**config.mk**
```make
export PLATFORM = sky130hd
export DESIGN_NAME = video_output
export DESIGN_NICKNAME = d
export VERILOG_FILES = /design/src/hdl/fractal_pkg.sv /design/src/hdl/video_output.sv
export SDC_FILE = /design/constraint.sdc
export NUM_CORES = 1
export LEC_CHECK = 0
export ABC_AREA = 1
export BUFFER_PORTS_ARGS = -buffer_cell sky130_fd_sc_hd__buf_4
export CAP_MARGIN = 20
export CORE_ASPECT_RATIO = 2
export CORE_MARGIN = 1.5
export CORE_UTILIZATION = 30
export DETAILED_ROUTE_END_ITERATION = 16
export HOLD_SLACK_MARGIN = 0.1
export SETUP_SLACK_MARGIN = 0.3
export SLEW_MARGIN = 20
export SYNTH_ARGS = -nofsm -noshare
export SYNTH_HDL_FRONTEND = slang
export SYNTH_SLANG_ARGS = --single-unit
```
**constraint.sdc**
```tcl
create_clock -name M10k_pll -period 2.6 [get_ports M10k_pll]
set_clock_uncertainty 0.05 [all_clocks]
set_input_delay 0.13 -clock M10k_pll [delete_from_list [all_inputs] [get_ports M10k_pll]]
set_output_delay 0.13 -clock M10k_pll [all_outputs]
set_load 0.05 [all_outputs]
```
**src/hdl/fractal_pkg.sv**
```systemverilog
package fractal_pkg;

	//////////////////////////////////////////////////
	// design types
	//////////////////////////////////////////////////

	// iteration count, also the runtime maximum
	typedef logic [31:0] iter_count_t;
	// stored pixel, rrr_ggg_bb
	typedef logic [7:0] pixel_color_t;
	// one expanded vga channel
	typedef logic [7:0] vga_channel_t;
	// screen x or y
	typedef logic [9:0] coord_t;
	// raster index y*640 + x
	typedef logic [18:0] pixel_addr_t;
	typedef logic [1:0] bank_sel_t;
	typedef logic [16:0] bank_addr_t;

	// shared by the horizontal and vertical machines
	typedef enum logic [1:0] {
		SCAN_ACTIVE,
		SCAN_FRONT,
		SCAN_PULSE,
		SCAN_BACK
	} scan_state_t;

	//////////////////////////////////////////////////
	// frame geometry and vga timing
	//////////////////////////////////////////////////

	localparam int H_ACTIVE_PIXELS = 640;
	localparam int V_ACTIVE_LINES  = 480;
	// horizontal, in cycles
	localparam int H_FRONT_LEN = 16;
	localparam int H_PULSE_LEN = 96;
	localparam int H_BACK_LEN  = 48;
	// vertical, in lines
	localparam int V_FRONT_LEN = 10;
	localparam int V_PULSE_LEN = 2;
	localparam int V_BACK_LEN  = 33;

	// frame split into equal banks
	localparam int FRAME_PIXELS = H_ACTIVE_PIXELS * V_ACTIVE_LINES;
	localparam int NUM_BANKS    = 4;
	localparam int BANK_WORDS   = FRAME_PIXELS / NUM_BANKS;

	//////////////////////////////////////////////////
	// palette, band k means count >= max >> k
	//////////////////////////////////////////////////

	localparam int PALETTE_BANDS = 10;
	localparam pixel_color_t PALETTE [PALETTE_BANDS] = '{
		8'b000_000_00, 8'b011_001_00, 8'b011_001_00, 8'b101_010_01, 8'b011_001_01,
		8'b001_001_01, 8'b011_010_10, 8'b010_100_10, 8'b010_100_10, 8'b010_100_10
	};

endpackage
```
**src/hdl/video_output.sv**
```systemverilog
module video_output (
	input  logic                     M10k_pll,
	input  logic                     reset,
	input  fractal_pkg::coord_t       next_x,
	input  fractal_pkg::coord_t       next_y,
	input  logic                     scan_active,
	input  fractal_pkg::pixel_color_t rd_color,
	output fractal_pkg::pixel_addr_t  rd_addr,
	output fractal_pkg::vga_channel_t vga_red,
	output fractal_pkg::vga_channel_t vga_green,
	output fractal_pkg::vga_channel_t vga_blue,
	output logic                     vga_blank_n
);

	import fractal_pkg::*;

	// active, lined up with rd_color
	logic active_d;

	// raster index of the coordinate
	assign rd_addr = pixel_addr_t'(next_y) * pixel_addr_t'(H_ACTIVE_PIXELS)
		+ pixel_addr_t'(next_x);

	//////////////////////////////////////////////////
	// colour expand and blank
	//////////////////////////////////////////////////

	always_ff @(posedge M10k_pll) begin
		if (reset) begin
			active_d    <= 1'b0;
			vga_red     <= '0;
			vga_green   <= '0;
			vga_blue    <= '0;
			vga_blank_n <= 1'b0;
		end else begin
			// memory read takes one cycle
			active_d    <= scan_active;
			vga_blank_n <= active_d;
			// top bits carry the colour, rest zero
			if (active_d) begin
				vga_red   <= {rd_color[7:5], 5'd0};
				vga_green <= {rd_color[4:2], 5'd0};
				vga_blue  <= {rd_color[1:0], 6'd0};
			end else begin
				vga_red   <= '0;
				vga_green <= '0;
				vga_blue  <= '0;
			end
		end
	end

endmodule

```
==> impl_metrics.ini <==
[layout]
area_growth_pct = 52.03
diodes = 0
drive_gt1_frac = 0.3227
stdcell_area_um2 = 1963
nets = 304

[die]
initial_utilization = 0.3127
num_rows = 33
die_y_um = 95.78
fp.dieW_um = 49.39
io_pins = 75
core_area_um2 = 4129
die_area_um2 = 4731

[grt]
grt_pass1_vias = 1229
overflow = 0
grt_pass1_wl_mm = 4.954
antenna_found_initial = 0
grt_start_max_net_pins = 9
grt.total_usage = 0.1350

[routing]
vias = 1253
wl_per_cell_um = 9.894
final_antenna_net_count = 0
dr.pass1.iters = 3
drc = 0
drt_iter0_drc = 12
vias_per_cell = 4.135
routed_wl_mm = 2.998

[timing]
timing.final.hold_violations = 0
hold_ws_ns = 0.2100
post-route-period-util = 0.8936
rsz0062_at_grt = true
min_period_ns = 2.323
finalWorstSetupSlack_ns = 0.2765
timing.fmax_mhz = 430.4
setup_violations = 0
slew_viol_final = 0
tns_ns = 0

[yosys]
synthAdderAreaFrac = 0.2151
synthXorXnorAreaFrac = 0.08624
synth_compound_area_frac = 0.02616
yosys_warnings = 0
synth_area_per_cell_um2 = 6.796
seq_area_frac_synth = 0.1550
netlist_instances = 190
muxShareOfSynthArea = 0
synth_top_family_by_area = simple AND/OR/NAND/NOR gates
ys_types = 24
synth_seq_cells = 10
mappedNetlistArea_um2 = 1291
yosys.area_share.simple = 0.2733

[clock_network]
cts_sinks = 10
cts_buffers = 3
clockBufferDepth = 2
htreeDepth = 1
clock_latency_ns = 0.23
root_buffer = clkbuf_8
cts_tree = yes

[placed_design]
dp_hpwl_mm = 2.394
place_area_um2 = 1672
gp_congestion = 0.7741
pre_cts_slack_ns = 0.03715
port-buffer-count = 44

[power]
leakage_nw = 1.093
powerDensity_nw_per_um2 = 526.8
power_mw = 1.034
peakVddDrop_mv = 0.2272

[critical_path]
worstSetupStartpointType = primary input
r2r_start = active_d
cp.buffers_inverters = 4
slowest_stage = fa_2
critPathLaunch = next_y[1]
crit_type = primary input to output pin
crit_chain = buf_8 -> ha_4 -> ha_4 -> fa_2 -> nand2_1 -> nor2_1 -> nand2_1 -> nand2_2 -> inv_2 -> nor2_4 -> nand3_4 -> buf_6 -> xnor2_4 -> buf_6
required_ns = 2.42
crit_fanout = 3
cp.arrival_ns = 2.14
end_kind = output pin
critical-path-top-delay-family = adder cells
slowest_delay_ns = 0.56

[run_status]
status = completed

[hold_path]
hp-class = primary input to output pin
hold_start = next_x[0]

[flow_run]
max_cap_viol_count = 0
## worst reg2reg max path, delay by kind of cell, from the launching register on
| family | cells | cell delay, ns |
|---|---|---|
| buffers and inverters | 2 | 0.17 |
| and+or+nand+nor | 2 | 0.22 |
| DFF | 1 | 0.30 |
## synthesized netlist by cell type
master / number / area, um^2
inv_1: 36 / 135.1
dfxtp_1: 10 / 200.2
ha_1: 19 / 237.7
a21o_1: 1 / 7.510
nor2_1: 17 / 63.81
inv_2: 1 / 3.750
nand3_1: 15 / 75.07
nor3_1: 1 / 5.000
xor2_2: 2 / 32.53
fa_1: 2 / 40.04
nand3_2: 1 / 10.01
o21ai_0: 1 / 5.000
nor2_2: 2 / 12.51
nand2_1: 40 / 150.1
nand4_1: 2 / 12.51
buf_4: 23 / 172.7
nand2_2: 1 / 6.260
conb_1: 1 / 3.750
a21oi_1: 3 / 15.01
xor2_1: 4 / 35.03
a31oi_1: 1 / 6.260
and2_1: 1 / 6.260
nor2_4: 1 / 11.26
xnor2_1: 5 / 43.79
## final cells by class
type | instances | area, um^2
clock buffers | 4 | 55.05
fillers | 441 | 2166
inverters | 37 | 138.9
multi-input cells | 135 | 957.2
flip-flops and latches | 10 | 200.2
well taps | 52 | 65.06
repair buffers | 65 | 546.8
## where the power goes
part | total, mW | switching [mW] | internal [mW]
logic | 0.685 | 0.440 | 0.245
registers | 0.160 | 0.00122 | 0.159
clock network | 0.189 | 0.0565 | 0.133
total | 1.03 | 0.498 | 0.536
## state kept, by name (all words and copies together) (netlist names)
| register | flops |
|---|---|
| vga_red | 3 |
| vga_green | 3 |
| active_d | 1 |
| vga_blank_n | 1 |
| vga_blue | 2 |
## per-layer routing
layer,up-vias,global-route usage,routed length (um)
met4,0,0.05324,46
met1,549,0.09637,875
met5,-,0,0
met3,7,0.006211,131
met2,38,0.3266,1943
li1,659,-,-
## per-stage QoR
stage,utilization,cells
floorplan,-,205
CTS,0.4645,299
detailed placement,0.4048,282
global route,0.4755,303
global placement,0.4048,282
finish,0.4755,303
## cells in the final DEF, fill, tap and decap left out, types with 2 or more instances in the layout
master,count
conb_1,16
nand2_1,39
dlygate4sd3_1,10
nor2_1,16
nor2_4,4
ha_4,3
nand3_1,14
clkbuf_8,4
inv_1,35
xnor2_1,4
buf_4,47
inv_2,2
xor2_2,5
nand4_1,2
dfxtp_1,10
ha_1,15
nand2_2,2
buf_6,7
a21oi_1,3
## repair_timing
action	in CTS	in global routing
pin swaps	1	2
setup buffers	3	4
cloned	0	0
hold buffers	10	0
resized for setup	12	4
hold endpoints to repair	10	0
setup endpoints to repair	5	5
## worst paths after layout
kind	end	slack [ns]	cells past startpoint
worst max-delay path	rd_addr[16]	0.28	14
worst min-delay path	rd_addr[0]	0.21	0
worst max register to register	vga_blue[7]	1.80	4
worst min register to register	vga_blank_n	0.37	2
## logic make-up (layout without fill, tap and decap cells)
group	count (synthesis)	after routing
other	1	16
AO/OA/AOI/OAI	6	6
XOR/XNOR	11	11
AND/OR/NAND/NOR	81	81
flip-flops	10	10
buffers and inverters	60	106
adder cells (fa/ha/maj)	21	21
(Power assumes the default switching activity.)
