File: src/hdl/fractal_pkg.sv
package fractal_pkg;

	//////////////////////////////////////////////////
	// design types
	//////////////////////////////////////////////////

	// iteration count, also the runtime maximum
	typedef logic [31:0] iter_count_t;
	// stored pixel, rrr_ggg_bb
	typedef logic [7:0] pixel_color_t;
	// one expanded vga channel
	typedef logic [7:0] vga_channel_t;
	// screen x or y
	typedef logic [9:0] coord_t;
	// raster index y*640 + x
	typedef logic [18:0] pixel_addr_t;
	typedef logic [1:0] bank_sel_t;
	typedef logic [16:0] bank_addr_t;

	// shared by the horizontal and vertical machines
	typedef enum logic [1:0] {
		SCAN_ACTIVE,
		SCAN_FRONT,
		SCAN_PULSE,
		SCAN_BACK
	} scan_state_t;

	//////////////////////////////////////////////////
	// frame geometry and vga timing
	//////////////////////////////////////////////////

	localparam int H_ACTIVE_PIXELS = 640;
	localparam int V_ACTIVE_LINES  = 480;
	// horizontal, in cycles
	localparam int H_FRONT_LEN = 16;
	localparam int H_PULSE_LEN = 96;
	localparam int H_BACK_LEN  = 48;
	// vertical, in lines
	localparam int V_FRONT_LEN = 10;
	localparam int V_PULSE_LEN = 2;
	localparam int V_BACK_LEN  = 33;

	// frame split into equal banks
	localparam int FRAME_PIXELS = H_ACTIVE_PIXELS * V_ACTIVE_LINES;
	localparam int NUM_BANKS    = 4;
	localparam int BANK_WORDS   = FRAME_PIXELS / NUM_BANKS;

	//////////////////////////////////////////////////
	// palette, band k means count >= max >> k
	//////////////////////////////////////////////////

	localparam int PALETTE_BANDS = 10;
	localparam pixel_color_t PALETTE [PALETTE_BANDS] = '{
		8'b000_000_00, 8'b011_001_00, 8'b011_001_00, 8'b101_010_01, 8'b011_001_01,
		8'b001_001_01, 8'b011_010_10, 8'b010_100_10, 8'b010_100_10, 8'b010_100_10
	};

endpackage
File: src/hdl/scan_timing_fsm.sv
module scan_timing_fsm (
	input  logic               M10k_pll,
	input  logic               reset,
	input  logic               frame_done,
	output fractal_pkg::coord_t next_x,
	output fractal_pkg::coord_t next_y,
	output logic               scan_active,
	output logic               hsync,
	output logic               vsync
);

	import fractal_pkg::*;

	scan_state_t h_state;
	scan_state_t v_state;
	coord_t      h_count;
	coord_t      v_count;
	// terminal count of the current state
	coord_t      h_last;
	coord_t      v_last;
	// one cycle before back porch ends
	logic        line_done;
	logic        idle;

	// common state order for both machines
	function automatic scan_state_t next_scan_state(input scan_state_t s);
		case (s)
			SCAN_ACTIVE: next_scan_state = SCAN_FRONT;
			SCAN_FRONT:  next_scan_state = SCAN_PULSE;
			SCAN_PULSE:  next_scan_state = SCAN_BACK;
			default:     next_scan_state = SCAN_ACTIVE;
		endcase
	endfunction

	// hold everything until the frame is in memory
	assign idle = reset | ~frame_done;

	// state lengths, minus one
	always_comb begin
		case (h_state)
			SCAN_ACTIVE: h_last = coord_t'(H_ACTIVE_PIXELS - 1);
			SCAN_FRONT:  h_last = coord_t'(H_FRONT_LEN - 1);
			SCAN_PULSE:  h_last = coord_t'(H_PULSE_LEN - 1);
			default:     h_last = coord_t'(H_BACK_LEN - 1);
		endcase
		case (v_state)
			SCAN_ACTIVE: v_last = coord_t'(V_ACTIVE_LINES - 1);
			SCAN_FRONT:  v_last = coord_t'(V_FRONT_LEN - 1);
			SCAN_PULSE:  v_last = coord_t'(V_PULSE_LEN - 1);
			default:     v_last = coord_t'(V_BACK_LEN - 1);
		endcase
	end

	//////////////////////////////////////////////////
	// horizontal, counts cycles
	//////////////////////////////////////////////////

	always_ff @(posedge M10k_pll) begin
		if (idle) begin
			h_state   <= SCAN_ACTIVE;
			h_count   <= '0;
			line_done <= 1'b0;
			hsync     <= 1'b1;
		end else begin
			if (h_count == h_last) begin
				h_count <= '0;
				h_state <= next_scan_state(h_state);
			end else begin
				h_count <= h_count + 1'b1;
			end
			// early by one so v moves with h back to active
			line_done <= (h_state == SCAN_BACK) && (h_count == coord_t'(H_BACK_LEN - 2));
			// sync low through the pulse state
			hsync <= (h_state != SCAN_PULSE);
		end
	end

	//////////////////////////////////////////////////
	// vertical, counts lines
	//////////////////////////////////////////////////

	always_ff @(posedge M10k_pll) begin
		if (idle) begin
			v_state <= SCAN_ACTIVE;
			v_count <= '0;
			vsync   <= 1'b1;
		end else begin
			// only step at line ends
			if (line_done) begin
				if (v_count == v_last) begin
					v_count <= '0;
					v_state <= next_scan_state(v_state);
				end else begin
					v_count <= v_count + 1'b1;
				end
			end
			vsync <= (v_state != SCAN_PULSE);
		end
	end

	// coordinate for the next pixel, zero outside the window
	assign next_x      = (h_state == SCAN_ACTIVE) ? h_count : '0;
	assign next_y      = (v_state == SCAN_ACTIVE) ? v_count : '0;
	assign scan_active = frame_done && (h_state == SCAN_ACTIVE) && (v_state == SCAN_ACTIVE);

endmodule

File: config.mk
export PLATFORM = sky130hd
export DESIGN_NAME = scan_timing_fsm
export DESIGN_NICKNAME = d
export VERILOG_FILES = /design/src/hdl/fractal_pkg.sv /design/src/hdl/scan_timing_fsm.sv
export SDC_FILE = /design/constraint.sdc
export NUM_CORES = 1
export LEC_CHECK = 0
export BUFFER_PORTS_ARGS = -buffer_cell sky130_fd_sc_hd__buf_2
export CAP_MARGIN = 20
export CELL_PAD_IN_SITES_DETAIL_PLACEMENT = 2
export CELL_PAD_IN_SITES_GLOBAL_PLACEMENT = 2
export CORE_UTILIZATION = 34
export DETAILED_ROUTE_END_ITERATION = 8
export PLACE_DENSITY = 0.82
export RECOVER_POWER = 25
export SLEW_MARGIN = 20
export SYNTH_ARGS = -nofsm -noshare
export SYNTH_HDL_FRONTEND = slang
export SYNTH_SLANG_ARGS = --single-unit
File: constraint.sdc
create_clock -name M10k_pll -period 3.1 [get_ports M10k_pll]
set_clock_uncertainty 0.2 [all_clocks]
set_input_delay 0.93 -clock M10k_pll [delete_from_list [all_inputs] [get_ports M10k_pll]]
set_output_delay 0.93 -clock M10k_pll [all_outputs]
set_load 0.05 [all_outputs]
==> impl_metrics.json <==
{
  "status": "finished, final reports clean",
  "grt_first_pass_wirelength_um": 6510,
  "r2r_cells": 7,
  "grt_use_met2_pct": 32.9,
  "power.density_nw_per_um2": 328,
  "grt_util_met3_pct": 2.78,
  "antenna_cells": 0,
  "core.rowCount": 24,
  "synth_cell_types": 36,
  "cts_buffer_depth": 2,
  "cp-end-kind": "output pin",
  "reg2reg_from": "v_state[1]$_SDFFE_PP0P_",
  "hold_class": "reg -> reg",
  "dpl.hpwl_um": 2980,
  "cts_setup_buffers": 0,
  "timing.fmax_mhz": 346,
  "syn_area_um2": 1530,
  "drt_iter0_drc": 21,
  "ctsResizeCount": 0,
  "slew_headroom_pct": 60.4,
  "grt_antenna_before_repair": 0,
  "leakage_nw": 0.777,
  "layout_common_cells": "27 x dfxtp_1, 24 x nor2_1, 23 x buf_2, 18 x ha_1, 14 x and2_1",
  "grt_max_degree": 15,
  "reg2reg_slack_ps": 400,
  "final_util_pct": 40.3,
  "tritoncts": "built",
  "io_buffers": 25,
  "vdd_drop_max_uv": 159,
  "setup_viol": 0,
  "crit_required_ps": 1970,
  "crit_path_top_delay_cell": "ha_1",
  "ys_warn_count": 0,
  "grt_overflow": 0,
  "multi_input_area_um2": 957,
  "post_drt_wl_per_cell_um": 15.7,
  "slowest_delay_ps": 470,
  "setup_tns_ps": 0,
  "clkSinkCount": 27,
  "switchingPower_uw": 128,
  "die-area_um2": 4780,
  "seqPwrFrac_pct": 61.0,
  "grt_pass1_vias": 1335,
  "avgSynthCellArea_um2": 9.29,
  "die_y_um": 69.1,
  "track_usage_pct": 16.8,
  "routed_wl_um": 3820,
  "seq_area_um2": 541,
  "drt-vias-per-instance": 5.10,
  "period_share_pct": 93.1,
  "cap_violations": 0,
  "gp_congestion": 0.776,
  "worst_pin_slew_ps": 596,
  "hold_viol": 0,
  "cp-start-kind": "flip-flop",
  "top_usage_layer": "met2",
  "cts.clk_slew.worst_paths_ps": 90,
  "fin_crit_ps": 2890,
  "fin_nets": 213,
  "syn_inst": 165,
  "start_util_pct": 35.2,
  "maxSlewViolCount": 0,
  "grtUsageMet1_pct": 18.7,
  "synthFlopType": "dfxtp_1",
  "critPathTopFamily": "adder cells",
  "cts_buffers": 3,
  "synthesis.nets": 186,
  "hold_buffers": 0,
  "clk_latency_ps": 270,
  "cp.arrival_ps": 1760,
  "synthArstFlopShare_pct": 0,
  "r2r_end": "v_state[0]$_SDFFE_PP0P_",
  "cts_root_buffer": "clkbuf_8",
  "path_buf_inv": 2,
  "antenna_left": 0,
  "critPathKind": "reg -> out",
  "drc": 0,
  "fp.dieW_um": 69.1,
  "path_common_cell": "ha_1",
  "synth_edf_count": 0,
  "crit_chain": "inv_1 > ha_1 > ha_1 > buf_2",
  "hold_start": "v_state[0]$_SDFFE_PP0P_",
  "ys_ff_latch": 27,
  "nFillCells": 488,
  "io_pins": 26,
  "drtPass1Iterations": 2,
  "core_area_um2": 4350,
  "rsz0062_at_grt": "false",
  "p_clk_share_pct": 35.1,
  "switching_share_pct": 22.4,
  "internal-power_uw": 446,
  "drive_above_1_share_pct": 18.3,
  "syn_to_final_growth_pct": 14.4,
  "comb_power_share_pct": 4.0,
  "ys_seq_area_share_pct": 35.3,
  "cts_htree_levels": 1,
  "via_count": 1240,
  "cp_max_fo": 13,
  "hold-path-endpoint": "v_state[0]$_SDFFE_PP0P_",
  "layout_commonest_cell": "dfxtp_1",
  "min_path_cells": 2
}
==> worst register-to-register path: stages (launching register included) <==
cell and delay (ps):
dfxtp_1 360, inv_1 110, ha_1 470, ha_1 360, nor4b_4 280, o211ai_2 190, or4_1 490, a21oi_1 160
==> Yosys cell counts (2+ instances only) <==
cell type | number | area share [%]
and4_1 | 2 | 1.1
xnor2_1 | 6 | 3.4
and2_1 | 14 | 5.7
dfxtp_1 | 27 | 35
nor2b_1 | 2 | 0.82
xor2_1 | 13 | 7.4
ha_1 | 18 | 15
nor2_1 | 24 | 5.9
nand4_1 | 4 | 1.6
nand2_1 | 9 | 2.2
nor3b_1 | 2 | 0.98
and3_1 | 5 | 2.0
mux2i_1 | 2 | 1.3
nor3_1 | 2 | 0.65
a21oi_1 | 2 | 0.65
clkbuf_1 | 3 | 0.73
nand3_1 | 7 | 2.3
inv_1 | 5 | 1.2
==> cells by family (layout without fill, tap and decap cells) <==
logic type	Yosys count	count (layout)	share of synthesized area, %
simple gates	81	81	30.9
xor+xnor	19	19	10.9
buf+inv	9	35	2.29
mux	2	2	1.31
fa+ha+maj	18	18	14.7
flops	27	27	35.3
compound gates	9	9	4.65
==> routing by layer <==
layer / vias up / wire (um) / share of wire, %
met5: - / 0 / 0
met4: 0 / 18 / 0.47
met3: 2 / 87 / 2.3
met2: 16 / 2100 / 55
met1: 613 / 1610 / 42
li1: 609 / - / -
==> area by class of cell <==
class	instances	share of cell area, %
Multi-Input combinational cell	129	54.6
Sequential cell	27	30.8
Timing Repair Buffer	26	7.21
Tap cell	52	3.71
Clock buffer	4	2.57
Inverter	5	1.07
==> worst max-delay path by stage <==
stage                            startpoint                       to  slack [ps]  cells after the start
floorplan                        frame_done              scan_active         590                      1
global placement                 frame_done              scan_active         550                      3
detailed placement  v_state[1]$_SDFFE_PP0P_  v_state[0]$_SDFFE_PP0P_         410                      7
CTS                 v_state[1]$_SDFFE_PP0P_                next_y[6]         190                      4
global route        v_state[1]$_SDFFE_PP0P_                next_y[6]          80                      4
finish              v_state[1]$_SDFFE_PP0P_                next_y[6]         210                      4
==> state kept, by name (all words and copies together), names as in the netlist <==
| register | count |
|---|---|
| vsync | 1 |
| v_state | 2 |
| h_count | 10 |
| h_state | 2 |
| line_done | 1 |
| hsync | 1 |
| v_count | 10 |
==> power groups by stage <==
stage,combinational [mW],sequential (mW),clock [mW]
finish,0.0228,0.350,0.201
floorplan,0.0161,0.357,0
CTS,0.0239,0.350,0.211
global route,0.0246,0.350,0.230
global placement,0.0227,0.358,0
detailed placement,0.0238,0.358,0
==> through the flow <==
step | hold slack, ps | cells | instance area [um^2] | total power [mW] | setup slack (ps)
3_5_place_dp | 330 | 239 | 1710 | 0.382 | 413
2_1_floorplan | 260 | 165 | 1530 | 0.373 | 591
3_3_place_gp | 289 | 239 | 1710 | 0.381 | 554
4_1_cts | 344 | 243 | 1760 | 0.585 | 191
6_report | 342 | 243 | 1750 | 0.574 | 213
5_1_grt | 380 | 243 | 1750 | 0.605 | 76.5
No activity file was read; power rests on OpenSTA's default activity.
