===== src/hdl/fractal_pkg.sv =====
package fractal_pkg;

	//////////////////////////////////////////////////
	// design types
	//////////////////////////////////////////////////

	// iteration count, also the runtime maximum
	typedef logic [31:0] iter_count_t;
	// stored pixel, rrr_ggg_bb
	typedef logic [7:0] pixel_color_t;
	// one expanded vga channel
	typedef logic [7:0] vga_channel_t;
	// screen x or y
	typedef logic [9:0] coord_t;
	// raster index y*640 + x
	typedef logic [18:0] pixel_addr_t;
	typedef logic [1:0] bank_sel_t;
	typedef logic [16:0] bank_addr_t;

	// shared by the horizontal and vertical machines
	typedef enum logic [1:0] {
		SCAN_ACTIVE,
		SCAN_FRONT,
		SCAN_PULSE,
		SCAN_BACK
	} scan_state_t;

	//////////////////////////////////////////////////
	// frame geometry and vga timing
	//////////////////////////////////////////////////

	localparam int H_ACTIVE_PIXELS = 640;
	localparam int V_ACTIVE_LINES  = 480;
	// horizontal, in cycles
	localparam int H_FRONT_LEN = 16;
	localparam int H_PULSE_LEN = 96;
	localparam int H_BACK_LEN  = 48;
	// vertical, in lines
	localparam int V_FRONT_LEN = 10;
	localparam int V_PULSE_LEN = 2;
	localparam int V_BACK_LEN  = 33;

	// frame split into equal banks
	localparam int FRAME_PIXELS = H_ACTIVE_PIXELS * V_ACTIVE_LINES;
	localparam int NUM_BANKS    = 4;
	localparam int BANK_WORDS   = FRAME_PIXELS / NUM_BANKS;

	//////////////////////////////////////////////////
	// palette, band k means count >= max >> k
	//////////////////////////////////////////////////

	localparam int PALETTE_BANDS = 10;
	localparam pixel_color_t PALETTE [PALETTE_BANDS] = '{
		8'b000_000_00, 8'b011_001_00, 8'b011_001_00, 8'b101_010_01, 8'b011_001_01,
		8'b001_001_01, 8'b011_010_10, 8'b010_100_10, 8'b010_100_10, 8'b010_100_10
	};

endpackage

===== src/hdl/frame_write_counter.sv =====
module frame_write_counter (
	input  logic                   M10k_pll,
	input  logic                   reset,
	input  logic                   pixel_valid,
	output fractal_pkg::bank_sel_t  wr_bank,
	output fractal_pkg::bank_addr_t wr_offset,
	output logic                   frame_full,
	output logic                   frame_done
);

	import fractal_pkg::*;

	logic bank_end;
	logic last_word;

	// last word of the current bank
	assign bank_end = (wr_offset == bank_addr_t'(BANK_WORDS - 1));

	// final pixel of the frame being written now
	assign last_word = pixel_valid && bank_end && (wr_bank == bank_sel_t'(NUM_BANKS - 1));

	// full while the last write is in flight and after
	assign frame_full = frame_done | last_word;

	//////////////////////////////////////////////////
	// write position
	//////////////////////////////////////////////////

	always_ff @(posedge M10k_pll) begin
		if (reset) begin
			wr_bank    <= '0;
			wr_offset  <= '0;
			frame_done <= 1'b0;
		end else begin
			if (pixel_valid) begin
				// wrap offset, step to next bank
				if (bank_end) begin
					wr_offset <= '0;
					wr_bank   <= wr_bank + 1'b1;
				end else begin
					wr_offset <= wr_offset + 1'b1;
				end
			end
			// sticky until reset
			if (last_word) begin
				frame_done <= 1'b1;
			end
		end
	end

endmodule


===== config.mk =====
export PLATFORM = sky130hd
export DESIGN_NAME = frame_write_counter
export DESIGN_NICKNAME = d
export VERILOG_FILES = /design/src/hdl/fractal_pkg.sv /design/src/hdl/frame_write_counter.sv
export SDC_FILE = /design/constraint.sdc
export NUM_CORES = 1
export LEC_CHECK = 0
export ABC_AREA = 1
export BUFFER_PORTS_ARGS = -buffer_cell sky130_fd_sc_hd__buf_2
export CELL_PAD_IN_SITES_DETAIL_PLACEMENT = 1
export CELL_PAD_IN_SITES_GLOBAL_PLACEMENT = 1
export CORE_ASPECT_RATIO = 0.8
export CORE_UTILIZATION = 42
export CTS_BUF_LIST = sky130_fd_sc_hd__clkbuf_8
export CTS_CLUSTER_SIZE = 40
export DETAILED_ROUTE_END_ITERATION = 10
export GPL_TIMING_DRIVEN = 0
export MAX_ROUTING_LAYER = met4
export PLACE_DENSITY = 0.95
export REMOVE_ABC_BUFFERS = 1
export SETUP_SLACK_MARGIN = 0.3
export SLEW_MARGIN = 30
export SYNTH_ARGS = -nofsm -noshare
export SYNTH_HDL_FRONTEND = slang
export SYNTH_SLANG_ARGS = --single-unit

===== constraint.sdc =====
create_clock -name M10k_pll -period 3.3 [get_ports M10k_pll]
set_input_delay 0.165 -clock M10k_pll [delete_from_list [all_inputs] [get_ports M10k_pll]]
set_output_delay 0.165 -clock M10k_pll [all_outputs]
set_load 0.03 [all_outputs]

==> implementation parameters, run 1 <==
Parameter                              Value

GRT
  GRT overflow    0
  Global router's overall resource usage    24.0%
  Initial antenna violation count    0
  Met2 capacity usage during global routing    38.2%
  Met3 layer usage reported by global route    5.68%
  Largest net degree at the start of global routing    12
  Global-route wire length before repair    4.58 mm
  Global-route layer with the greatest usage    met2
  Vias in the first global route    roughly 1000
  Met1 track demand over resource in global routing    between 30% and 40%

Place
  Global placer's final weighted congestion    0.843
  Setup WS pre-CTS    1660 ps
  Hpwl dp    2.29 mm
  Number of input and output port buffers inserted    23
  Inst Count DP    217

Floorplan
  Placement row count    16
  Die height    47.7 um
  Core ar.    ~2500 um^2
  Total die area    2820 um^2
  Die width    59.1 um
  Initial core utilization    between 40 and 50%
  Top-level I/O count    24

Worst hold path
  HP Class    input pin to register

Routing
  Post-route ant nets    0
  Overall via count from detail_route    between 1000 and 1500
  Iter 0 DRT Violations    54
  1st-pass router iterations    4
  Per-cell routed wire length    13.6 um
  Aggregate routed wire length    3.02 mm
  Detailed-route vias per instance    ~5
  Remaining design rule violation count    0

Yosys
  Sequential-to-total area share from yosys stat    36.5%
  Mapped Area    1100 um^2
  Synth Area in Compound Gates    roughly 7.6%
  Synthesized-area fraction occupied by xor and xnor cells    3.19%
  Share of synthesized area spent on multiplexers    0%
  Average instance area after synthesis    6.86 um^2
  Number of flip-flops and latches in the synthesized netlist    20
  Count of mapped cells out of synthesis    between 150 and 200
  Post-synthesis simple-gate area fraction    42.5%
  Yosys synthesis warning count    0
  Combinational family with the most area after synthesis    simple AND/OR/NAND/NOR gates
  Adder-Cell Fraction of Synth Area    under 10%
  Count of different cell masters after synthesis    24

STA
  Highest achievable clock rate    roughly 510 MHz
  Post-Route Skew    3.94 ps
  Pin slew with the least headroom to its limit    between 300 and 400 ps
  Final WS setup    1330 ps
  Setup repair after global routing missed its margin    false
  Min Tclk post-route    1970 ps
  Max-slew violations    0
  Period Utilization, post-route    about three fifths
  Slew headroom    79.2%
  Count of final hold-check violations    0
  Hold Worst Slack    240 ps
  Setup-failing EPs final    0
  Total negative setup slack    0 ps

Clock tree
  Clock Path Buffers    2
  TritonCTS Buffers    3
  Number of buffers inserted for hold repair after clock tree synthesis    0
  TritonCTS clock tree    built
  Sink count of the clock tree    20
  CTS H-tree depth    1
  Post-CTS repair timing setup buffer count    0
  Clock Latency Late Sink    270 ps
  Count of cells resized by post-cts repair    0
  Clock-pin slew on the worst setup and hold paths    80 ps
  Buffer type at the clock tree root    clkbuf_8

Finish
  Post-route insts no fill    221
  Synth-to-layout area growth    18.6%
  Layout Nets    191
  Antenna diode count    0
  Core Util, Final    52.8%
  Layout cell share with drive strength beyond 1    24.9%

Power
  Worst supply voltage drop on vdd    0.000212 V
  Power per standard cell area    356 nW/um^2
  Static Leak    0.579 nW

Worst setup path
  Library cell contributing the largest single delay on the critical path    dfxtp_1
  Longest individual stage delay on the worst path    440 ps
  Critical path type    register to output pin
  Element type at the critical path end    output pin
  CP required    ~3100 ps
  Type of origin of the critical path    register
  Cells along the critical path    ha_1 -> nand2_2 -> nor2_4 -> nand4_2 -> nor2_4 -> nand2_2 -> nand2_1 -> buf_2
  Arrival time of data at the critical path endpoint    1800 ps
  Maximum fanout along the worst path    6

Run
  MaxCap Viol Count    0

Outcome
  Result of the run    finished, final reports clean
==> metrics by stage <==
step | power (mW) | instance area, um^2
detailed placement | 0.274 | 1250
CTS | 0.465 | 1300
global placement | 0.273 | 1250
finish | 0.463 | 1300
global route | 0.478 | 1300
floorplan | 0.264 | 1090
==> Yosys cell counts <==
| cell | n | area share (%) |
|---|---|---|
| nand2_1 | 39 | 13 |
| nor2_1 | 28 | 9.6 |
| dfxtp_1 | 20 | 36 |
| inv_1 | 17 | 5.8 |
| nand3_1 | 9 | 4.1 |
| a21oi_1 | 5 | 2.3 |
| nand2_2 | 4 | 2.3 |
| nor2_2 | 4 | 2.3 |
| xor2_1 | 4 | 3.2 |
| inv_2 | 3 | 1.0 |
| nand3_2 | 3 | 2.7 |
| nand4_1 | 3 | 1.7 |
| nor2_4 | 3 | 3.1 |
| o21ai_0 | 3 | 1.4 |
| o21bai_1 | 3 | 2.1 |
| ha_1 | 2 | 2.3 |
| nand3b_1 | 2 | 1.4 |
| nor3_1 | 2 | 0.91 |
| a211oi_1 | 1 | 0.68 |
| a21oi_2 | 1 | 0.80 |
| buf_4 | 1 | 0.68 |
| clkbuf_1 | 1 | 0.34 |
| nand4_2 | 1 | 1.1 |
| o21ai_1 | 1 | 0.46 |
==> power breakdown <==
group / internal [mW] / leakage (nW) / switching, mW
Clock: 0.107 / 0.0288 / 0.0878
Sequential: 0.243 / 0.161 / 0.00326
Combinational: 0.00611 / 0.389 / 0.0164
==> worst max-delay path, delay by kind of cell (launching register included) <==
kind | cells | cell delay [ps]
buffers and inverters | 1 | 190
adder cells (fa/ha/maj) | 1 | 240
AND/OR/NAND/NOR | 6 | 670
flip-flops | 1 | 440
==> worst paths after layout <==
path	end	cells past startpoint	slack [ps]	startpoint
hold / removal	frame_done	2	240	reset
setup reg to reg	wr_offset[14]	8	1710	wr_offset[0]
hold reg to reg	frame_done	2	480	frame_done
setup / recovery	frame_full	8	1330	wr_offset[0]
==> cell families after synthesis <==
family / after synthesis
simple gates: 98
xor+xnor: 4
flops: 20
buf+inv: 22
compound gates: 14
fa+ha+maj: 2
==> area by class of cell <==
cell class,instances,area (um^2)
tap,36,45.0
fill,338,1160
sequential,20,400
multi-input combinational,118,611
inverter,20,75.1
clock buffer,4,55.1
timing repair buffer,23,115
==> registers in the layout (all words and copies together) (netlist names) <==
register	count
frame_done	1
wr_bank	2
wr_offset	17
==> placed cells by master, fill, tap and decap left out, types with 2 or more instances in the layout <==
cell / synthesis / routed
a21oi_1: 5 / 5
nand2_1: 39 / 39
o21ai_0: 3 / 3
xor2_1: 4 / 4
ha_1: 2 / 2
nand3b_1: 2 / 2
clkbuf_8: 0 / 4
nand2_2: 4 / 4
nor3_1: 2 / 2
dfxtp_1: 20 / 20
inv_2: 3 / 3
o21bai_1: 3 / 3
nor2_2: 4 / 4
nand3_1: 9 / 9
nor2_1: 28 / 28
buf_2: 0 / 23
nand3_2: 3 / 3
nand4_1: 3 / 3
nor2_4: 3 / 3
inv_1: 17 / 17
==> per-layer routing <==
| layer | wire length, um | part of all wire, % | vias to the layer above |
|---|---|---|---|
| li1 | - | - | 552 |
| met1 | 1420 | 47 | 532 |
| met2 | 1450 | 48 | 19 |
| met3 | 110 | 3.6 | 5 |
| met4 | 35 | 1.2 | 0 |
| met5 | 0 | 0 | - |
Note: power is estimated with default switching activity, not from simulation.
==> run 2: changes to the inputs <==
--- a/config.mk
+++ b/config.mk
@@ -10,13 +10,13 @@
 export CELL_PAD_IN_SITES_DETAIL_PLACEMENT = 1
 export CELL_PAD_IN_SITES_GLOBAL_PLACEMENT = 1
 export CORE_ASPECT_RATIO = 0.8
-export CORE_UTILIZATION = 42
+export CORE_UTILIZATION = 39
 export CTS_BUF_LIST = sky130_fd_sc_hd__clkbuf_8
 export CTS_CLUSTER_SIZE = 40
 export DETAILED_ROUTE_END_ITERATION = 10
 export GPL_TIMING_DRIVEN = 0
 export MAX_ROUTING_LAYER = met4
-export PLACE_DENSITY = 0.95
+export PLACE_DENSITY = 0.9
 export REMOVE_ABC_BUFFERS = 1
 export SETUP_SLACK_MARGIN = 0.3
 export SLEW_MARGIN = 30
==> constraint.sdc (replaced) <==
create_clock -name M10k_pll -period 1.99 [get_ports M10k_pll]
set_input_delay 0.0995 -clock M10k_pll [delete_from_list [all_inputs] [get_ports M10k_pll]]
set_output_delay 0.0995 -clock M10k_pll [all_outputs]
set_load 0.03 [all_outputs]
==> run 2 against run 1 <==
Against the previous run:
- sequential share of layout area fell by 0.33 points
- register-to-register slack worse by 1300 ps
- final cell count is 1.4% higher
- clock power up 42%
- global-route usage rose by 1.2 points
- power rose by 59%
- via count up 5.4%
- critical path type unchanged
- combinational power rose by 130%
- sequential power increased by 66%
- final area rose by 4.2%
- routed wire length up 22%
==> implementation parameters, run 2 (synthesized netlist as in run 1, its figures left out) <==
Parameter                              Value

Floorplan
  Die height    49.4 um
  Total die area    3030 um^2
  Placement row count    16
  Core ar.    approximately 2600 um^2
  Initial core utilization    42.8%
  Die width    roughly 60 um
  Top-level I/O count    24

Clock tree
  Buffer type at the clock tree root    clkbuf_8
  Clock Latency Late Sink    260 ps
  Number of buffers inserted for hold repair after clock tree synthesis    0
  Clock-pin slew on the worst setup and hold paths    80 ps
  Sink count of the clock tree    20
  CTS H-tree depth    1
  TritonCTS Buffers    3
  TritonCTS clock tree    built
  Clock Path Buffers    2

Worst setup path
  Arrival time of data at the critical path endpoint    1510 ps
  CP required    1890 ps
  Library cell contributing the largest single delay on the critical path    dfxtp_2
  Cells along the critical path    nand2_2 -> nor2_1 -> nand3_2 -> nor2_4 -> nand2_2 -> nand2_1 -> buf_6
  Number of cells on the worst reg-to-reg path    9
  Type of origin of the critical path    register
  Buf/Inv on CP    1
  Element type at the critical path end    output pin
  Maximum fanout along the worst path    5
  Total number of cells along the worst setup path    7
  Family with the most delay on the worst path    simple AND/OR/NAND/NOR gates
  Longest individual stage delay on the worst path    approximately 380 ps
  Library cell appearing most often on the critical path    nand2_2
  Critical path type    register to output pin

Routing
  Overall via count from detail_route    between 1000 and 1500
  Per-cell routed wire length    16.4 um
  Detailed-route vias per instance    around 5.2
  Post-route ant nets    0
  1st-pass router iterations    4
  Remaining design rule violation count    0
  Aggregate routed wire length    3.68 mm
  Iter 0 DRT Violations    28

STA
  Count of final hold-check violations    0
  Setup repair after global routing missed its margin    false
  Total negative setup slack    0 ps
  Slew headroom    between 80% and 90%
  Post-Route Skew    approximately 4 ps
  Hold Worst Slack    181 ps
  Pin slew with the least headroom to its limit    286 ps
  Max-slew violations    0
  Period Utilization, post-route    80.9%
  Min Tclk post-route    1610 ps
  Highest achievable clock rate    621 MHz
  Setup-failing EPs final    0

Finish
  Layout Nets    about 200
  Layout cell share with drive strength beyond 1    a little under a third
  Most frequent cells in the layout    nand2_1 (38), nor2_1 (28), buf_2 (22)
  Synth-to-layout area growth    23.6%
  Most frequent standard cell in the layout excluding fill and tap cells    nand2_1
  Top reg by flops    wr_offset
  Top Registers    wr_offset: 17 flops, wr_bank: 2 flops, frame_done: 1 flops
  Max FFs per register    17
  Antenna diode count    0

GRT
  Largest net degree at the start of global routing    12
  Initial antenna violation count    0
  GRT overflow    0
  Global-route wire length before repair    5.33 mm
  Vias in the first global route    around 1100
  Global router's overall resource usage    approximately 25%

Worst hold path
  Cell depth of the worst min-delay path    2
  HP Class    input pin to register

Place
  Number of input and output port buffers inserted    23
  Global placer's final weighted congestion    0.795
  Hpwl dp    2.24 mm

Power
  Static Leak    between 0.6 and 0.7 nW
  Worst supply voltage drop on vdd    0.000359 V
  Power per standard cell area    about 540 nW/um^2

Run
  MaxCap Viol Count    0

Outcome
  Result of the run    finished, final reports clean
==> run 2: metal layers <==
layer  vias up  wire length [um]  global-route usage (%)
li1        560                 -                       -
met4         0                61                    11.0
met2        42              1840                    38.8
met3         9               166                    5.04
met5         -                 0                       -
met1       557              1610                    31.6
==> run 2: final cells by class <==
type | count | area (um^2)
clock buffer | 3 | 41.3
fill | 351 | 1210
inverter | 20 | 75.1
multi-input combinational | 118 | 631
sequential | 20 | 413
tap | 36 | 45.0
timing repair buffer | 27 | 151
==> run 2: final timing paths <==
path / start / endpoint / slack, ps
worst max-delay path: wr_offset[8] / frame_full / 380
worst min-delay path: reset / frame_done / 180
worst max register to register: wr_offset[0] / wr_offset[11] / 440
worst min register to register: frame_done / frame_done / 500
==> run 2: timing repair <==
action | CTS | global route
setup endpoints to repair | 1 | 1
gates resized for setup | 7 | 7
pin swaps | 2 | 2
gates cloned | 0 | 0
buffers inserted | 4 | 0
==> run 2: stage by stage <==
| stage | power [mW] | area, um^2 | instances | util, % | worst slack, ps |
|---|---|---|---|---|---|
| 4_1_cts | 0.734 | 1330 | 224 | 52.1 | 325 |
| 3_3_place_gp | 0.453 | 1250 | 217 | 48.6 | 485 |
| 5_1_grt | 0.761 | 1360 | 224 | 52.9 | 298 |
| 2_1_floorplan | 0.438 | 1090 | 158 | - | 336 |
| 6_report | 0.735 | 1360 | 224 | 52.9 | 380 |
| 3_5_place_dp | 0.455 | 1250 | 217 | 48.6 | 428 |
==> run 2: power by group <==
part / switching [mW] / internal, mW
Sequential: 0.00495 / 0.403
Clock: 0.140 / 0.135
Combinational: 0.0358 / 0.0165
