### config.mk
export PLATFORM = sky130hd
export DESIGN_NAME = iter_color_map
export DESIGN_NICKNAME = d
export VERILOG_FILES = /design/src/hdl/fractal_pkg.sv /design/src/hdl/iter_color_map.sv
export SDC_FILE = /design/constraint.sdc
export NUM_CORES = 1
export LEC_CHECK = 0
export BUFFER_PORTS_ARGS = -buffer_cell sky130_fd_sc_hd__buf_2
export CAP_MARGIN = 20
export CORE_MARGIN = 2
export CORE_UTILIZATION = 60
export DETAILED_ROUTE_END_ITERATION = 12
export PLACE_DENSITY_LB_ADDON = 0.3
export SYNTH_ARGS = -nofsm -noshare
export SYNTH_HDL_FRONTEND = slang
export SYNTH_SLANG_ARGS = --single-unit
### constraint.sdc
create_clock -name M10k_pll -period 7.45 [get_ports M10k_pll]
set_input_delay 2.235 -clock M10k_pll [delete_from_list [all_inputs] [get_ports M10k_pll]]
set_output_delay 2.235 -clock M10k_pll [all_outputs]
set_load 0.005 [all_outputs]
### src/hdl/fractal_pkg.sv
package fractal_pkg;

	//////////////////////////////////////////////////
	// design types
	//////////////////////////////////////////////////

	// iteration count, also the runtime maximum
	typedef logic [31:0] iter_count_t;
	// stored pixel, rrr_ggg_bb
	typedef logic [7:0] pixel_color_t;
	// one expanded vga channel
	typedef logic [7:0] vga_channel_t;
	// screen x or y
	typedef logic [9:0] coord_t;
	// raster index y*640 + x
	typedef logic [18:0] pixel_addr_t;
	typedef logic [1:0] bank_sel_t;
	typedef logic [16:0] bank_addr_t;

	// shared by the horizontal and vertical machines
	typedef enum logic [1:0] {
		SCAN_ACTIVE,
		SCAN_FRONT,
		SCAN_PULSE,
		SCAN_BACK
	} scan_state_t;

	//////////////////////////////////////////////////
	// frame geometry and vga timing
	//////////////////////////////////////////////////

	localparam int H_ACTIVE_PIXELS = 640;
	localparam int V_ACTIVE_LINES  = 480;
	// horizontal, in cycles
	localparam int H_FRONT_LEN = 16;
	localparam int H_PULSE_LEN = 96;
	localparam int H_BACK_LEN  = 48;
	// vertical, in lines
	localparam int V_FRONT_LEN = 10;
	localparam int V_PULSE_LEN = 2;
	localparam int V_BACK_LEN  = 33;

	// frame split into equal banks
	localparam int FRAME_PIXELS = H_ACTIVE_PIXELS * V_ACTIVE_LINES;
	localparam int NUM_BANKS    = 4;
	localparam int BANK_WORDS   = FRAME_PIXELS / NUM_BANKS;

	//////////////////////////////////////////////////
	// palette, band k means count >= max >> k
	//////////////////////////////////////////////////

	localparam int PALETTE_BANDS = 10;
	localparam pixel_color_t PALETTE [PALETTE_BANDS] = '{
		8'b000_000_00, 8'b011_001_00, 8'b011_001_00, 8'b101_010_01, 8'b011_001_01,
		8'b001_001_01, 8'b011_010_10, 8'b010_100_10, 8'b010_100_10, 8'b010_100_10
	};

endpackage
### src/hdl/iter_color_map.sv
module iter_color_map (
	input  logic                    M10k_pll,
	input  logic                    reset,
	input  fractal_pkg::iter_count_t max_iterations,
	input  fractal_pkg::iter_count_t iter_count,
	input  logic                    iter_valid,
	input  logic                    frame_full,
	output logic                    iter_ready,
	output fractal_pkg::pixel_color_t pixel_color,
	output logic                    pixel_valid
);

	import fractal_pkg::*;

	// band index into the palette
	logic [3:0] band;
	logic       accept;

	//////////////////////////////////////////////////
	// input handshake
	//////////////////////////////////////////////////

	// stop taking counts once the frame is full
	assign iter_ready = ~frame_full;
	assign accept     = iter_valid & iter_ready;

	//////////////////////////////////////////////////
	// band select
	//////////////////////////////////////////////////

	// default is the lowest band
	// walk thresholds from smallest up so the largest hit wins
	always_comb begin
		band = 4'(PALETTE_BANDS - 1);
		for (int k = PALETTE_BANDS - 2; k >= 0; k--) begin
			if (iter_count >= (max_iterations >> k)) begin
				band = 4'(k);
			end
		end
	end

	//////////////////////////////////////////////////
	// output register
	//////////////////////////////////////////////////

	// valid follows the accept, one write per accepted count
	always_ff @(posedge M10k_pll) begin
		if (reset) begin
			pixel_valid <= 1'b0;
		end else begin
			pixel_valid <= accept;
		end
	end

	// colour payload only loads on accept
	always_ff @(posedge M10k_pll) begin
		if (accept) begin
			pixel_color <= PALETTE[band];
		end
	end

endmodule

==> qor.yml, run 1 <==
min_to: "pixel_valid"
synth_seq_cells: 9
yosys_warnings: 0
final_cell_mix: "ha_1, buf_2, a21oi_1"
n_antenna_cell: 0
tns_ps: 0
grt_max_degree: 10
grt_pass1_wl_mm: 30.0
rsz0062_at_grt: "false"
numCtsBuffers: 3
async_reset_ff_share_pct: 0
die_area_sq_mm: 0.0108
syn_area_sq_mm: 0.00601
cts.sinks: 9
crit_family: "simple AND/OR/NAND/NOR gates"
gp_congestion: 0.952
io_buffers: 77
holdBufCountCts: 0
start_util_pct: 61.8
slew-limit-headroom_pct: 39.3
core.rowCount: 36
criticalPathCategory: "in -> reg"
cts_resized: 0
crit_chain: "buf_2 -> inv_1 -> ha_1 -> nand2_1 -> nor4_1 -> nand4_1 -> a2111oi_2 -> nor3_4 -> nand2_1 -> a21oi_1 -> o21a_1 -> ha_1 -> nor2_1 -> a21oi_1"
worst-path-buf-inv: 2
die-height_um: 104
ys_types: 56
avgSynthCellArea_sq_um: 8.46
drt-met1-wl_mm: 7.69
postCtsSetupBuffers: 0
die_w_um: 104
synthFlopType: "edfxtp_1"
htreeDepth: 1
fin_nets: 1115
powerDensity_mw_per_mm2: 74.2
wirelength_mm: 18.2
drv_slew: 0
clk_pin_slew_ps: 40
drc: 0
synthCells: 710
vdd_drop_max_mv: 0.0604
cp-start-kind: "primary input"
min_path_type: "in -> reg"
hp-start: "reset"
clockBufferDepth: 2
arrival_ps: 5480
ant_nets: 0
track_usage_pct: 33.6
dr_wl_met3_mm: 1.02
slowest_stage: "nor4_1"
via_per_inst: 6.70
topRoutingLayerUsed: "met4"
period_minus_slack_ps: 5500
path_max_fanout: 9
status: "finished, final reports clean"
cts_tree: "done"
fmax_ghz: 0.182
grt_pass1_vias: 6171
nFillCells: 835
setup_slack_ps: 1950
finalHoldViolCount: 0
root_buffer: "clkbuf_8"
drt-initial-drc-count: 309
synth_nets: 1033
required_ps: 7430
layout-drive-gt1-share_pct: 11.8
tightest_slew_ps: 887
wl_per_cell_um: 19.7
dr.pass1.iters: 4
pin_count: 78
hold_depth: 2
finalCritPeriodShare_pct: 73.9
max_stage_delay_ps: 610
wl_met2_mm: 8.48
synth_edf_count: 8
maxCapViolations: 0
syn2layout_area_growth_pct: 9.93
p_leak_uw: 0.00338
yosysSeqAreaShare_pct: 4.33
antenna_found_initial: 0
place_ws_ps: 1770
vias: 6187
mostFrequentLayoutCell: "ha_1"
overflow: 0
dp_hpwl_mm: 14.6
setup_viol: 0
coreArea_sq_mm: 0.00973
total_power_uw: 490
cp-end-kind: "flop"
[cell families after synthesis]
logic type | synth area share, %
AO/OA/AOI/OAI | 23.8
adder cells (fa/ha/maj) | 53.1
buffers and inverters | 2.50
flip-flops | 4.33
AND/OR/NAND/NOR | 16.3
[per-layer routing]
layer | up-vias | GRT usage [%]
li1 | 2982 | -
met1 | 2864 | 41.0
met2 | 277 | 58.8
met3 | 64 | 3.20
met4 | 0 | 16.9
met5 | - | 0
[Yosys cell counts, drive strengths merged, types with 2 or more instances]
cell type | n | share of area, %
ha | 255 | 53
a21oi | 77 | 6.5
nand2 | 49 | 3.1
o21ai | 48 | 4.1
inv | 40 | 2.5
nor2 | 33 | 2.1
nand4 | 24 | 2.5
a21o | 23 | 2.9
nor3 | 20 | 2.0
nand3 | 16 | 1.3
a211oi | 14 | 1.7
o21a | 12 | 1.5
edfxtp | 8 | 4.0
nand2b | 8 | 0.83
a2111oi | 7 | 1.4
and4 | 7 | 1.0
nor2b | 7 | 0.73
a221oi | 5 | 0.83
nor4 | 5 | 0.52
o211ai | 5 | 0.62
a31oi | 4 | 0.42
and2 | 4 | 0.42
o2111ai | 4 | 0.58
or4 | 4 | 0.50
or3 | 3 | 0.40
a211o | 2 | 0.31
a2bb2oi | 2 | 0.29
a41oi | 2 | 0.29
nor3b | 2 | 0.25
o211a | 2 | 0.33
o31a | 2 | 0.29
o31ai | 2 | 0.25
[worst max-delay path by stage]
stage	to	slack (ps)	start	cells past startpoint
floorplan	pixel_color[6]	2310	max_iterations[18]	13
global placement	pixel_color[2]	1770	max_iterations[25]	14
detailed placement	pixel_color[6]	1770	max_iterations[23]	14
CTS	pixel_color[6]	1990	max_iterations[25]	14
global route	pixel_color[2]	1860	max_iterations[25]	14
finish	pixel_color[6]	1950	max_iterations[27]	14
[report_power, final]
part,leakage (uW),internal [uW],switching (uW)
Clock,0.0000228,37.3,19.0
Sequential,0.0000774,59.8,0.980
Combinational,0.00328,150,223
Total,0.00338,247,243
[cell type report]
class                   instances  area, sq um  share of cell area [%]
flip-flops and latches          9          260                    3.94
inverters                      40          150                    2.27
well taps                     133          166                    2.52
clock buffers                   4         45.0                   0.682
multi-input cells             661         5600                    84.8
repair buffers                 77          385                    5.83
[flip-flops by register name (all words and copies together), names as in the netlist]
signal       count
pixel_color      8
pixel_valid      1
[stage by stage]
step	util, %	area [sq um]	std cells	hold slack, ps
finish	67.9	6610	924	2170
global placement	67.4	6560	920	2390
global route	67.9	6610	924	2160
detailed placement	67.4	6560	920	2400
floorplan	-	6010	710	2310
CTS	67.9	6610	924	2170
Power figures use the tool's default switching activity.
==> run 2, diff against run 1 <==
--- a/config.mk
+++ b/config.mk
@@ -8,7 +8,7 @@
 export BUFFER_PORTS_ARGS = -buffer_cell sky130_fd_sc_hd__buf_2
 export CAP_MARGIN = 20
 export CORE_MARGIN = 2
-export CORE_UTILIZATION = 60
+export CORE_UTILIZATION = 55
 export DETAILED_ROUTE_END_ITERATION = 12
 export PLACE_DENSITY_LB_ADDON = 0.3
 export SYNTH_ARGS = -nofsm -noshare
==> constraint.sdc (replaced) <==
create_clock -name M10k_pll -period 4.7 [get_ports M10k_pll]
set_input_delay 1.41 -clock M10k_pll [delete_from_list [all_inputs] [get_ports M10k_pll]]
set_output_delay 1.41 -clock M10k_pll [all_outputs]
set_load 0.005 [all_outputs]
==> run 2 against run 1 <==
Net effect:
- total power is 62% higher
- combinational power is 63% higher
- hold slack worse by 840 ps
- sequential share of layout area is 0.16 points lower
- global-route usage is 2.0 points lower
- critical path type unchanged
==> qor.yml, run 2 (synthesis gave the netlist of run 1 again) <==
pin_count: 78  # unchanged
dp_hpwl_mm: 15.5  # was 14.6 mm
syn2layout_area_growth_pct: 14.6  # was 9.93%
finalCritPeriodShare_pct: 94.7
slew-limit-headroom_pct: 50.3  # was 39.3%
vdd_drop_max_mv: 0.105  # was 0.0604 mV
grt_pass1_vias: 6172  # was 6171
coreArea_sq_mm: 0.0107  # was 0.00973 sq mm
fmax_ghz: 0.225
dr.pass1.iters: 5  # was 4
maxCapViolations: 0  # unchanged
start_util_pct: 55.9  # was 61.8%
numCtsBuffers: 3  # unchanged
antenna_found_initial: 0  # unchanged
status: "finished, final reports clean"  # unchanged
via_per_inst: 6.43  # was 6.70
min_path_type: "in -> reg"  # unchanged
clk_pin_slew_ps: 50  # was 40 ps
vias: 6215  # was 6187
drc: 0  # unchanged
setup_viol: 0  # unchanged
clockBufferDepth: 2  # unchanged
drt-initial-drc-count: 257  # was 309
gp_congestion: 0.988  # was 0.952
tightest_slew_ps: 743  # was 887 ps
reg_top3: "pixel_color x8, pixel_valid x1"  # unchanged
tns_ps: 0  # unchanged
core.rowCount: 38  # was 36
top_register: "pixel_color"  # unchanged
holdWs_ps: 1330  # was 2170 ps
postCtsSetupBuffers: 0  # unchanged
wl_per_cell_um: 19.0  # was 19.7 um
largest_register_ffs: 8  # unchanged
p_leak_uw: 0.00355  # was 0.00338 uW
mostFrequentLayoutCell: "ha_1"  # unchanged
path_max_fanout: 5  # was 9
die-height_um: 109  # was 104 um
criticalPathCategory: "in -> reg"  # unchanged
ant_nets: 0  # unchanged
htreeDepth: 1  # unchanged
required_ps: 4670  # was 7430 ps
finalHoldViolCount: 0  # unchanged
die_area_sq_mm: 0.0118  # was 0.0108 sq mm
root_buffer: "clkbuf_8"  # unchanged
arrival_ps: 4420  # was 5480 ps
period_minus_slack_ps: 4450
cp-end-kind: "flop"  # unchanged
die_w_um: 109  # was 104 um
overflow: 0  # unchanged
io_buffers: 77  # unchanged
grt_max_degree: 10  # unchanged
rsz0062_at_grt: "false"  # unchanged
track_usage_pct: 31.7  # was 33.6%
cts_resized: 0  # unchanged
n_antenna_cell: 0  # unchanged
cp-start-kind: "primary input"  # unchanged
cts_tree: "done"  # unchanged
holdBufCountCts: 0  # unchanged
drv_slew: 0  # unchanged
powerDensity_mw_per_mm2: 115  # was 74.2 mW/mm^2
cts.sinks: 9  # unchanged
wirelength_mm: 18.4  # was 18.2 mm
final_cell_mix: "ha_1, buf_2, a21oi_1"  # unchanged
fin_nets: 1151  # was 1115
grt_pass1_wl_mm: 29.9  # was 30.0 mm
layout-drive-gt1-share_pct: 15.6  # was 11.8%
==> run 2: layout make-up <==
cell class	instances	area (sq um)
tap	140	175
fill	950	3860
sequential	9	260
clock buffer	4	45.0
multi-input combinational	661	5600
timing repair buffer	113	656
inverter	40	150
==> run 2: path summary, 6_finish.rpt <==
kind	start	slack, ps	cells past startpoint	end
worst max-delay path	max_iterations[26]	250	14	pixel_color[2]
worst min-delay path	reset	1330	2	pixel_valid
==> run 2: routing by layer <==
metal / vias to the layer above / routed length (um) / GRT usage (%)
li1: 3043 / - / -
met1: 2918 / 7840 / 39.3
met2: 212 / 8940 / 57.3
met3: 42 / 925 / 1.57
met4: 0 / 674 / 12.1
met5: - / 0 / 0
==> run 2: metrics by stage <==
step                total power [uW]  setup slack (ps)  util (%)  instances  instance area, sq um
floorplan                        472               388         -        710                  6010
CTS                              788               247      64.1        967                  6880
finish                           795               249      64.1        967                  6880
global placement                 654              8.14      63.6        963                  6840
detailed placement               694              21.4      63.6        963                  6840
global route                     883              81.9      64.1        967                  6880
==> run 2: worst max-delay path: stages <==
cell and delay, ps:
buf_2 100, inv_1 160, ha_1 290, a21oi_1 130, o21ai_1 120, a2111oi_0 460, nand3_1 200, a221oi_2 270
o21ai_0 170, a311o_1 390, a31o_1 230, ha_1 270, nor2_1 150, nor2_1 70
==> run 2: report_power, final <==
group | switching [uW] | internal, uW
logic | 353 | 256
clock network | 30.5 | 59.1
registers | 1.79 | 94.8
==> run 3, diff against run 2 <==
--- a/config.mk
+++ b/config.mk
@@ -8,9 +8,10 @@
 export BUFFER_PORTS_ARGS = -buffer_cell sky130_fd_sc_hd__buf_2
 export CAP_MARGIN = 20
 export CORE_MARGIN = 2
-export CORE_UTILIZATION = 55
+export CORE_UTILIZATION = 60
 export DETAILED_ROUTE_END_ITERATION = 12
 export PLACE_DENSITY_LB_ADDON = 0.3
+export SKIP_CTS_REPAIR_TIMING = 1
 export SYNTH_ARGS = -nofsm -noshare
 export SYNTH_HDL_FRONTEND = slang
 export SYNTH_SLANG_ARGS = --single-unit
==> constraint.sdc (replaced) <==
create_clock -name M10k_pll -period 5.16 [get_ports M10k_pll]
set_input_delay 1.548 -clock M10k_pll [delete_from_list [all_inputs] [get_ports M10k_pll]]
set_output_delay 1.548 -clock M10k_pll [all_outputs]
set_load 0.005 [all_outputs]
==> run 3 against run 2 <==
Net effect:
- clock-buffer cell count is the same
- hold slack improved by 150 ps
- largest cell class unchanged
- critical path type unchanged
- critical endpoint unchanged
- worst setup slack got worse by 27 ps
==> qor.yml, run 3 (synthesis gave the netlist of run 1 again) <==
finalHoldViolCount: 0  # unchanged
slew-limit-headroom_pct: 47.2  # was 50.3%
setup_viol: 0  # unchanged
drv_slew: 0  # unchanged
numCtsBuffers: 3  # unchanged
period_minus_slack_ps: 4940
slowest_stage: "a2111oi_0"  # unchanged
wl_per_cell_um: 19.8  # was 19.0 um
cts.sinks: 9  # unchanged
coreArea_sq_mm: 0.00973  # was 0.0107 sq mm
worst-path-buf-inv: 2  # unchanged
grt_max_degree: 10  # unchanged
hold_depth: 2  # unchanged
root_buffer: "clkbuf_8"  # unchanged
core.rowCount: 36  # was 38
cts_tree: "done"  # unchanged
die-height_um: 104  # was 109 um
layout-drive-gt1-share_pct: 12.6  # was 15.6%
top_register: "pixel_color"  # unchanged
tightest_slew_ps: 791  # was 743 ps
die_w_um: 104  # was 109 um
clockBufferDepth: 2  # unchanged
cp-start-kind: "primary input"  # unchanged
overflow: 0  # unchanged
crit_cells: 14  # unchanged
min_path_type: "in -> reg"  # unchanged
rsz0062_at_grt: "false"  # unchanged
path_max_fanout: 9  # was 5
pin_count: 78  # unchanged
drt-met1-wl_mm: 7.68  # was 7.84 mm
crit_chain: "buf_2 -> inv_1 -> ha_1 -> a21oi_1 -> o21ai_1 -> a2111oi_0 -> nand3_1 -> a221oi_2 -> o21ai_0 -> a311o_1 -> a31o_1 -> ha_1 -> nor2_1 -> nor2_1"  # unchanged
cp-end-kind: "flop"  # unchanged
dp_hpwl_mm: 15.2  # was 15.5 mm
tns_ps: 0  # unchanged
mostFrequentLayoutCell: "ha_1"  # unchanged
setup_slack_ps: 222  # was 249 ps
status: "finished, final reports clean"  # unchanged
reg_top3: "pixel_color x8, pixel_valid x1"  # unchanged
syn2layout_area_growth_pct: 10.9  # was 14.6%
htreeDepth: 1  # unchanged
clk_pin_slew_ps: 50  # about the same
dr_wl_met3_mm: 1.01  # was 925 um
drt-initial-drc-count: 246  # was 257
grt_pass1_vias: 6280  # was 6172
fmax_ghz: 0.203
powerDensity_mw_per_mm2: 107  # was 115 mW/mm^2
crit_family: "compound AO/OA/AOI/OAI gates"  # unchanged
vdd_drop_max_mv: 0.0980  # was 0.105 mV
place_ws_ps: 13.5  # was 21.4 ps
wirelength_mm: 18.5  # was 18.4 mm
dr.pass1.iters: 5  # unchanged
vias: 6145  # was 6215
io_buffers: 77  # unchanged
fin_nets: 1123  # was 1151
maxCapViolations: 0  # unchanged
die_area_sq_mm: 0.0108  # was 0.0118 sq mm
max_stage_delay_ps: 580  # was 460 ps
finalCritPeriodShare_pct: 95.7
track_usage_pct: 34.0  # was 31.7%
p_leak_uw: 0.00342  # was 0.00355 uW
start_util_pct: 61.8  # was 55.9%
arrival_ps: 4910  # was 4420 ps
nFillCells: 854  # was 950
n_antenna_cell: 0  # unchanged
antenna_found_initial: 0  # unchanged
drc: 0  # unchanged
criticalPathCategory: "in -> reg"  # unchanged
final_cell_mix: "ha_1, buf_2, a21oi_1"  # unchanged
required_ps: 5130  # was 4670 ps
gp_congestion: 0.909  # was 0.988
largest_register_ffs: 8  # unchanged
ant_nets: 0  # unchanged
via_per_inst: 6.59  # was 6.43
grt_pass1_wl_mm: 30.4  # was 29.9 mm
topRoutingLayerUsed: "met4"  # unchanged
wl_met2_mm: 8.77  # was 8.94 mm
-- run 3: final timing paths --
| path | from | end | slack, ps |
|---|---|---|---|
| setup / recovery | max_iterations[24] | pixel_color[2] | 220 |
| hold / removal | reset | pixel_valid | 1480 |
-- run 3: per-layer routing --
metal	up-vias	track usage (%)
li1	3000	-
met2	211	59.0
met5	-	0
met4	0	17.1
met1	2866	41.3
met3	68	4.01
-- run 3: final cells by class --
cell class	instances	area, sq um	area share (%)
multi-input cells	661	5600	84.0
repair buffers	85	445	6.68
flip-flops and latches	9	260	3.90
well taps	133	166	2.50
inverters	40	150	2.25
clock buffers	4	45.0	0.676
-- run 3: report_power, final --
part | internal [uW] | switching (uW) | leakage (uW)
combinational | 220 | 324 | 0.00332
clock | 53.8 | 27.7 | 0.0000228
sequential | 86.4 | 1.68 | 0.0000774
-- run 3: per-stage QoR --
stage | instances | util, % | cell area, sq um | power [uW] | hold slack, ps
after floorplan | 710 | - | 6010 | 430 | 1620
after global placement | 928 | 68.0 | 6620 | 584 | 1700
after detailed placement | 928 | 68.0 | 6620 | 622 | 1710
after CTS | 932 | 68.5 | 6670 | 706 | 1470
after global routing | 932 | 68.5 | 6670 | 792 | 1480
final | 932 | 68.5 | 6670 | 714 | 1480
